<file path="config.mk">
export PLATFORM = sky130hd
export DESIGN_NAME = cheat_engine
export DESIGN_NICKNAME = d
export VERILOG_FILES = /design/src/rtl/cpu_bus_pkg.sv /design/src/rtl/cheat_code_pkg.sv /design/src/rtl/cheat_engine.sv /design/src/rtl/patch_merge.sv /design/src/rtl/code_slot.sv /design/src/rtl/code_loader.sv
export VERILOG_INCLUDE_DIRS = /design/src /design/src/rtl
export SDC_FILE = /design/constraint.sdc
export NUM_CORES = 1
export LEC_CHECK = 0
export CAP_MARGIN = 20
export CORE_MARGIN = 4
export CORE_UTILIZATION = 45
export CTS_CLUSTER_DIAMETER = 50
export DETAILED_ROUTE_END_ITERATION = 6
export DONT_BUFFER_PORTS = 1
export HOLD_SLACK_MARGIN = 0.05
export SLEW_MARGIN = 5
export SYNTH_ARGS = -nofsm -noshare
export SYNTH_HDL_FRONTEND = slang
export SYNTH_HIERARCHICAL = 1
export SYNTH_SLANG_ARGS = --single-unit
</file>
<file path="constraint.sdc">
create_clock -name clk_sys -period 8.3 [get_ports clk_sys]
set_input_delay 0 -clock clk_sys [delete_from_list [all_inputs] [get_ports clk_sys]]
set_output_delay 0 -clock clk_sys [all_outputs]
set_load 0.01 [all_outputs]
</file>
<file path="src/rtl/cheat_cfg.svh">
// Build-time sizes for the cheat engine
// Included by every RTL file and by the testbench

`ifndef CHEAT_CFG_SVH
`define CHEAT_CFG_SVH

////////////////////////////////////////////////////////////
// Code bank

// Number of code slots in the bank
`define CHEAT_SLOTS 4

////////////////////////////////////////////////////////////
// CPU bus and download port

// CPU byte address and data word
`define CHEAT_ADDR_W 24
`define CHEAT_DATA_W 16

// Download offset bus
`define CHEAT_DL_ADDR_W 8

// Replace high word, the last word of a code
`define CHEAT_LAST_OFS 14

`endif
</file>
<file path="src/rtl/cpu_bus_pkg.sv">
// Snooped CPU read bus as seen by the patch logic

`include "cheat_cfg.svh"

package cpu_bus_pkg;

	// One read cycle on the CPU bus
	typedef struct packed {
		// Byte address of the read
		logic [`CHEAT_ADDR_W-1:0] addr;
		// Word returned by memory before patching
		logic [`CHEAT_DATA_W-1:0] data;
	} bus_read_t;

endpackage

</file>
<file path="src/rtl/cheat_code_pkg.sv">
// Cheat code format as stored in the loader and in every slot
// One code is four 32-bit words sent as eight 16-bit download words

package cheat_code_pkg;

	// Flag word, only bit 0 has a meaning
	typedef struct packed {
		// Kept as downloaded, never decoded
		logic [30:0] reserved;
		// Replace only when bus data equals the compare value
		logic        cmp_en;
	} code_flags_t;

	// Full code, flags in the top word
	// Address uses its low 24 bits, compare and replace their low 16 bits
	typedef struct packed {
		code_flags_t flags;
		logic [31:0] addr;
		logic [31:0] compare;
		logic [31:0] replace;
	} cheat_code_t;

endpackage

</file>
<file path="src/rtl/cheat_engine.sv">
// Top of the cheat patch engine
// Loader feeds a bank of code slots, merge patches the CPU read data

`timescale 1ns/1ps
`include "cheat_cfg.svh"

module cheat_engine (
	input  logic                           clk_sys,
	input  logic                           sys_reset,
	input  logic                           dl_active_i,
	input  logic                           dl_wr_i,
	input  logic [`CHEAT_DL_ADDR_W-1:0]    dl_addr_i,
	input  logic [`CHEAT_DATA_W-1:0]       dl_data_i,
	input  logic                           enable_i,
	input  cpu_bus_pkg::bus_read_t         bus_i,
	output logic [`CHEAT_DATA_W-1:0]       data_o,
	output logic                           available_o
);

	cheat_code_pkg::cheat_code_t                  code;
	logic [`CHEAT_SLOTS-1:0]                      load;
	logic                                         clear;
	logic [`CHEAT_SLOTS-1:0]                      slot_valid;
	logic [`CHEAT_SLOTS-1:0]                      slot_hit;
	logic [`CHEAT_SLOTS-1:0][`CHEAT_DATA_W-1:0]   slot_replace;

	code_loader u_loader (
		.clk_sys      (clk_sys),
		.sys_reset    (sys_reset),
		.dl_active_i  (dl_active_i),
		.dl_wr_i      (dl_wr_i),
		.dl_addr_i    (dl_addr_i),
		.dl_data_i    (dl_data_i),
		.slot_valid_i (slot_valid),
		.code_o       (code),
		.load_o       (load),
		.clear_o      (clear)
	);

	// Code bank, all slots share the code bus and the clear
	for (genvar i = 0; i < `CHEAT_SLOTS; i++) begin : g_slot
		code_slot u_slot (
			.clk_sys   (clk_sys),
			.sys_reset (sys_reset),
			.clear_i   (clear),
			.load_i    (load[i]),
			.code_i    (code),
			.bus_i     (bus_i),
			.valid_o   (slot_valid[i]),
			.hit_o     (slot_hit[i]),
			.replace_o (slot_replace[i])
		);
	end

	patch_merge u_merge (
		.clk_sys     (clk_sys),
		.sys_reset   (sys_reset),
		.bus_i       (bus_i),
		.enable_i    (enable_i),
		.hit_i       (slot_hit),
		.replace_i   (slot_replace),
		.valid_i     (slot_valid),
		.data_o      (data_o),
		.available_o (available_o)
	);

endmodule

</file>
<file path="src/rtl/patch_merge.sv">
// Picks the winning slot and registers the patched read data
// Also registers the bank-wide codes available flag

`timescale 1ns/1ps
`include "cheat_cfg.svh"

module patch_merge (
	input  logic                                          clk_sys,
	input  logic                                          sys_reset,
	input  cpu_bus_pkg::bus_read_t                        bus_i,
	input  logic                                          enable_i,
	input  logic [`CHEAT_SLOTS-1:0]                       hit_i,
	input  logic [`CHEAT_SLOTS-1:0][`CHEAT_DATA_W-1:0]    replace_i,
	input  logic [`CHEAT_SLOTS-1:0]                       valid_i,
	output logic [`CHEAT_DATA_W-1:0]                      data_o,
	output logic                                          available_o
);

	logic [`CHEAT_DATA_W-1:0] patched;

	// Fixed priority, slot 0 wins
	always_comb begin
		patched = bus_i.data;
		if (enable_i) begin
			for (int i = `CHEAT_SLOTS - 1; i >= 0; i--) begin
				if (hit_i[i]) begin
					patched = replace_i[i];
				end
			end
		end
	end

	////////////////////////////////////////////////////////////
	// Output registers

	always_ff @(posedge clk_sys) begin
		if (sys_reset) begin
			data_o      <= '0;
			available_o <= 1'b0;
		end else begin
			data_o      <= patched;
			available_o <= |valid_i;
		end
	end

endmodule

</file>
<file path="src/rtl/code_slot.sv">
// One entry of the code bank
// Holds a code and flags a hit when the live read bus matches it

`timescale 1ns/1ps
`include "cheat_cfg.svh"

module code_slot (
	input  logic                         clk_sys,
	input  logic                         sys_reset,
	input  logic                         clear_i,
	input  logic                         load_i,
	input  cheat_code_pkg::cheat_code_t  code_i,
	input  cpu_bus_pkg::bus_read_t       bus_i,
	output logic                         valid_o,
	output logic                         hit_o,
	output logic [`CHEAT_DATA_W-1:0]     replace_o
);

	cheat_code_pkg::cheat_code_t code_q;
	logic                        valid_q;
	logic                        addr_match;
	logic                        data_match;

	////////////////////////////////////////////////////////////
	// Storage

	// Valid bit, clear has priority over a load
	always_ff @(posedge clk_sys) begin
		if (sys_reset) begin
			valid_q <= 1'b0;
		end else if (clear_i) begin
			valid_q <= 1'b0;
		end else if (load_i) begin
			valid_q <= 1'b1;
		end
	end

	// Code word, taken whole on load
	always_ff @(posedge clk_sys) begin
		if (load_i) begin
			code_q <= code_i;
		end
	end

	////////////////////////////////////////////////////////////
	// Match

	// Only the low bits of the 32-bit fields reach the bus
	assign addr_match = (bus_i.addr == code_q.addr[`CHEAT_ADDR_W-1:0]);
	assign data_match = (bus_i.data == code_q.compare[`CHEAT_DATA_W-1:0]);

	// Compare check only applies with cmp_en set
	assign hit_o = valid_q & addr_match & (~code_q.flags.cmp_en | data_match);

	assign valid_o   = valid_q;
	assign replace_o = code_q.replace[`CHEAT_DATA_W-1:0];

endmodule

</file>
<file path="src/rtl/code_loader.sv">
// Builds one cheat code from the 16-bit download stream
// Pulses load into the first free slot and clears the bank on offset 0

`timescale 1ns/1ps
`include "cheat_cfg.svh"

module code_loader (
	input  logic                               clk_sys,
	input  logic                               sys_reset,
	input  logic                               dl_active_i,
	input  logic                               dl_wr_i,
	input  logic [`CHEAT_DL_ADDR_W-1:0]        dl_addr_i,
	input  logic [`CHEAT_DATA_W-1:0]           dl_data_i,
	input  logic [`CHEAT_SLOTS-1:0]            slot_valid_i,
	output cheat_code_pkg::cheat_code_t        code_o,
	output logic [`CHEAT_SLOTS-1:0]            load_o,
	output logic                               clear_o
);

	cheat_code_pkg::cheat_code_t code_q;
	logic                        dl_wr;
	logic                        commit_q;
	logic                        clear_q;
	logic [`CHEAT_SLOTS-1:0]     first_free;

	// Strobes outside a code download are ignored
	assign dl_wr = dl_active_i & dl_wr_i;

	////////////////////////////////////////////////////////////
	// Code assembly, low word at the even offset below the high word

	always_ff @(posedge clk_sys) begin
		if (dl_wr) begin
			case (dl_addr_i)
				`CHEAT_DL_ADDR_W'(0):  code_q.flags[15:0]    <= dl_data_i;
				`CHEAT_DL_ADDR_W'(2):  code_q.flags[31:16]   <= dl_data_i;
				`CHEAT_DL_ADDR_W'(4):  code_q.addr[15:0]     <= dl_data_i;
				`CHEAT_DL_ADDR_W'(6):  code_q.addr[31:16]    <= dl_data_i;
				`CHEAT_DL_ADDR_W'(8):  code_q.compare[15:0]  <= dl_data_i;
				`CHEAT_DL_ADDR_W'(10): code_q.compare[31:16] <= dl_data_i;
				`CHEAT_DL_ADDR_W'(12): code_q.replace[15:0]  <= dl_data_i;
				`CHEAT_DL_ADDR_W'(`CHEAT_LAST_OFS): code_q.replace[31:16] <= dl_data_i;
				default: ;
			endcase
		end
	end

	// Commit and clear fire one cycle after their strobe
	always_ff @(posedge clk_sys) begin
		if (sys_reset) begin
			commit_q <= 1'b0;
			clear_q  <= 1'b0;
		end else begin
			commit_q <= dl_wr && (dl_addr_i == `CHEAT_DL_ADDR_W'(`CHEAT_LAST_OFS));
			clear_q  <= dl_wr && (dl_addr_i == '0);
		end
	end

	// Lowest invalid slot, none when the bank is full
	always_comb begin
		logic found;
		found      = 1'b0;
		first_free = '0;
		for (int i = 0; i < `CHEAT_SLOTS; i++) begin
			if (!slot_valid_i[i] && !found) begin
				first_free[i] = 1'b1;
				found         = 1'b1;
			end
		end
	end

	assign code_o  = code_q;
	assign load_o  = first_free & {`CHEAT_SLOTS{commit_q}};
	assign clear_o = clear_q;

endmodule

</file>
# ---- After elaboration in Yosys (flattened, before gate mapping)
# Index checks and enable logic that the tools add are counted.
dict set report op_classes {
  n_eq_ne 13
  n_mux 11
  n_bitwise 18
  reduce_logical 18
}
# op n
set op_table {}
lappend op_table {{24-bit equality test} 4}
lappend op_table {{16-bit two-way mux} 5}
lappend op_table {{16-bit equality test} 4}
lappend op_table {{8-bit by 4-bit equality test with 1-bit output, second input constant} 3}
lappend op_table {{8-bit by 3-bit equality test with 1-bit output, second input constant} 2}
lappend op_table {{2-bit AND reduction} 5}
lappend op_table {{1-bit AND} 9}
lappend op_table {{8-bit logical NOT} 1}
lappend op_table {{1-bit two-way mux} 6}
lappend op_table {{1-bit logical AND} 5}
lappend op_table {{1-bit logical NOT} 5}
lappend op_table {{4-bit AND} 1}
lappend op_table {{1-bit inverter} 4}
lappend op_table {{1-bit OR} 4}
lappend op_table {{4-bit OR reduction} 1}
lappend op_table {{2-bit OR reduction} 1}
dict set report totals {
  regBits 308
}

# ---- Logic depth before layout (Yosys ltp)
dict set report logic_depth {
  depth_word 10
  ltp_mapped 10
  ltp_nobuf 7
}

# ---- Cells and area by module
# The synthesis kept the hierarchy.
# module instances cells_per_inst area_each_um2 seq_area_each_um2
set modules_own_cells {}
lappend modules_own_cells {code_slot 4 131 2307.2 1731.7}
lappend modules_own_cells {code_loader 1 154 4032.6 3883.7}
lappend modules_own_cells {patch_merge 1 137 1207.4 340.3}

# ---- Worst setup path after synthesis
# Ideal clock, no wire load.
dict set report synth_path {
  path_kind {reg2reg}
  start {register g_slot[0].u_slot.valid_q}
  end {register g_slot[3].u_slot/code_q[32] (netlist bit) (enable)}
  setup_time_ns 0.557
  arrival_ns 4.725
  required_ns 7.743
  path_slack_ns 3.019
  path_stages_with_launch 3
  path_buffers 0
  period_less_slack_ns 5.281
  cell_sequence {dfxtp_1 > nand3_1 > nor3b_1}
}
dict set report synth_between {
  elab_chain_len 9
  word_cells_on_any_way 10
  classes_between {mux: 4; bitwise: 1; reduce/logical: 5}
}
# element line_no
set synth_lines {}
lappend synth_lines {{start: declaration} code_slot.sv:20} ;# logic valid_q;
lappend synth_lines {{start signal: assignment} code_slot.sv:30} ;# valid_q <= 1'b0;
lappend synth_lines {{start signal: assignment} code_slot.sv:32} ;# valid_q <= 1'b0;
lappend synth_lines {{start signal: assignment} code_slot.sv:34} ;# valid_q <= 1'b1;
lappend synth_lines {{1-bit two-way mux / 1-bit logical AND (equally long branches)} code_loader.sv:65} ;# if (!slot_valid_i[i] && !found) begin
lappend synth_lines {{1-bit two-way mux *} code_loader.sv:65}
lappend synth_lines {{1-bit logical NOT} code_loader.sv:65}
lappend synth_lines {{1-bit logical AND} code_loader.sv:65}
lappend synth_lines {{1-bit two-way mux *} code_loader.sv:65}
lappend synth_lines {{1-bit logical NOT *} code_loader.sv:65}
lappend synth_lines {{1-bit logical AND *} code_loader.sv:65}
lappend synth_lines {{1-bit two-way mux *} code_loader.sv:65}
lappend synth_lines {{4-bit AND *} code_loader.sv:73} ;# assign load_o = first_free & {`CHEAT_SLOTS{commit_q}};
lappend synth_lines {{net load[3]} cheat_engine.sv:21} ;# logic [`CHEAT_SLOTS-1:0] load;
lappend synth_lines {{end signal: assignment} code_slot.sv:41} ;# code_q <= code_i;
lappend synth_lines {{end: declaration} code_slot.sv:19} ;# cheat_code_pkg::cheat_code_t code_q;
# The timed path passes the listed nets; every way through them passes the cells marked *.
# A chain may end at the register's enable or synchronous reset.

# ---- Worst setup path in the final report
dict set report layout_path {
  start {register g_slot[1].u_slot/code_q[33] (netlist bit)}
  end {register u_merge.data_o[11]}
}
dict set report layout_between {
  elab_chain_len 6
}
# element line_no
set layout_lines {}
lappend layout_lines {{start: declaration} code_slot.sv:19}
lappend layout_lines {{start signal: assignment} code_slot.sv:41}
lappend layout_lines {{16-bit equality test} code_slot.sv:50} ;# assign data_match = (bus_i.data == code_q.compare[`CHEAT_DATA_W-1:0]);
lappend layout_lines {{1-bit OR} code_slot.sv:53} ;# assign hit_o = valid_q & addr_match & (~code_q.flags.cmp_en | data_match);
lappend layout_lines {{1-bit AND} code_slot.sv:53}
lappend layout_lines {{net slot_hit[1]} cheat_engine.sv:24} ;# logic [`CHEAT_SLOTS-1:0] slot_hit;
lappend layout_lines {{16-bit two-way mux (2 in series)} patch_merge.sv:26} ;# if (hit_i[i]) begin
lappend layout_lines {{16-bit two-way mux} patch_merge.sv:24} ;# if (enable_i) begin
lappend layout_lines {{end signal: assignment} patch_merge.sv:41} ;# data_o <= patched;
lappend layout_lines {{end: declaration} patch_merge.sv:15} ;# output logic [`CHEAT_DATA_W-1:0] data_o,
# The timed path passes the listed nets, and every way through them passes these cells.

==> flow_summary.toml <==
[status]
outcome = "completed"

[detailed_routing]
drtIter0Drc = 607
drtPass1Iterations = 5
drt_wl_total_um = 27100
vias = 6370
drc = 0
via_per_inst = 5.54
ant_nets = 0
avgRoutedWirePerCell_um = 23.6

[timing]
rsz0062_at_grt = "false"
fmax_mhz = 256
fin_crit_ns = 3.90
hold_viol_final = 0
tns_ns = 0
worst_pin_slew_ns = 1.01
slew_violations = 0
skew_ns = 0.0137
timing.final.crit_share_pct = 47.0
maxSlewHeadroom_pct = 32.4
setup_viol = 0

[setup_path]
cp_data_arrival_time_ns = 4.34
r2r_end = "u_merge/data_o[11]"
cp-start-kind = "flop"
slowest_delay_ns = 0.85
r2r_setup_slack_ns = 4.40
crit_slowest_cell = "nor2b_2"
r2r_start = "g_slot[1].u_slot/code_q[33]"
worstPathMaxFanout = 16
r2r_cells = 8
critPathBufInv = 1
cp_data_required_time_ns = 8.74
cpLargestDelayFamily = "simple AND/OR/NAND/NOR gates"
critPathCaptureType = "flop"
crit_chain = "xor2_1, nor4_1, nand4_1, a2111oi_2, nor2b_2, a221oi_1, o32ai_1, dlygate4sd3_1"
path_class = "reg2reg"

[clock_tree]
ctsHtreeMaxLevel = 2
cts_hold_buffers = 75
clk_path_buf_depth = 3
ctsResizeCount = 0
clock_sinks = 308
clk_pin_slew_ns = 0.06
cts_tree = "built"
clk_latency_ns = 0.50
numCtsBuffers = 34
cts_setup_buffers = 0
root_buffer = "clkbuf_16"

[floorplanning]
coreArea_mm2 = 0.0270
ios = 86
dieWidth_um = 173
die_h_um = 173
num_rows = 60
dieArea_mm2 = 0.0301
initial_utilization_pct = 45.7

[synth]
yosysWarningCount = 6
synth.avg_cell_area_um2 = 16.6
syn_nets = 810
synthCells = 741
synthesis.area_mm2 = 0.0123

[min_path]
hold_end = "u_loader/code_o[40]"
hp-start = "dl_addr_i[3]"
hold_depth = 3
hold_class = "in2reg"

[placed_design]
place_congestion = 0.783
hpwlAfterDp_um = 17200
io_buffers = 0

[flow_run]
max_cap_viol_count = 0

[final_layout]
syn2layout_area_growth_pct = 14.8
most-common-layout-cells = "edfxtp_1 (285), xor2_1 (156), dlygate4sd3_1 (74)"
fin_nets = 852
layout_commonest_cell = "edfxtp_1"
final_layout_size_suffix_gt1_share_pct = 9.90

[global_route]
gr-total-overflow = 0
grt_max_degree = 42
grt_use_total_pct = 17.7
antenna_found_initial = 3
grt_pass1_wl_um = 40400
grt_pass1_vias = 6562

[power]
fin_total_pwr_w = 0.00320
p_leak_nw = 4.61
pwr_density_cell_mw_per_mm2 = 226
vdd_ir_drop_max_uv = 146
==> registers in the layout (all words and copies together) (netlist names) <==
register and cells:
u_loader/clear_o 1, g_slot.u_slot/valid_o 4, u_loader/commit_q 1, u_merge/available_o 1, g_slot.u_slot/code_q 164, g_slot.u_slot/replace_o 64, u_loader/code_o 57, u_merge/data_o 16
==> power breakdown <==
group / total [W] / switching [W] / internal [W]
logic: 0.0000995 / 0.0000444 / 0.0000551
registers: 0.00169 / 0.00000652 / 0.00168
clock network: 0.00142 / 0.000575 / 0.000843
==> layer usage <==
layer	global-route usage [%]	part of all wire (%)
met2	28.2	47
met5	0	0.048
met4	4.79	1.8
met3	4.80	8.1
met1	24.2	43
==> worst min-delay path, stage by stage <==
cell and delay [ns]:
nand2b_1 0.10, nor3_2 0.06, buf_4 0.21
==> area by class of cell <==
type	count	area [µm²]
Tap cell	341	427
Fill cell	2144	12800
Timing Repair Buffer	88	858
Inverter	3	11.3
Multi-Input combinational cell	348	2760
Clock buffer	46	957
Antenna cell	1	2.50
Sequential cell	308	9020
Clock inverter	15	110
==> worst max path at each step <==
stage	cells after the start	startpoint	endpoint	slack (ns)
after global routing	8	g_slot[1].u_slot/code_q[33]	u_merge/data_o[11]	4.33
after global placement	7	g_slot[1].u_slot/code_q[33]	u_merge/data_o[6]	5.09
after detailed placement	7	g_slot[1].u_slot/code_q[33]	u_merge/data_o[8]	5.04
after CTS	8	g_slot[1].u_slot/code_q[33]	u_merge/data_o[8]	4.50
final	8	g_slot[1].u_slot/code_q[33]	u_merge/data_o[11]	4.40
after floorplan	2	g_slot[0].u_slot/valid_o	g_slot[3].u_slot/code_q[32]	3.02
==> metrics by stage <==
step                area, µm²  instances  util, %  worst slack (ns)  hold WS, ns
finish                  14100       1150     52.5              4.40       0.0708
global route            14100       1150     52.5              4.33       0.0775
CTS                     14100       1149     52.5              4.50       0.0569
global placement        12300       1012     45.7              5.09       0.0887
floorplan               12300        741        -              3.02       0.0768
detailed placement      12300       1013     45.7              5.04       0.0933
No activity file was read; power rests on OpenSTA's default activity.
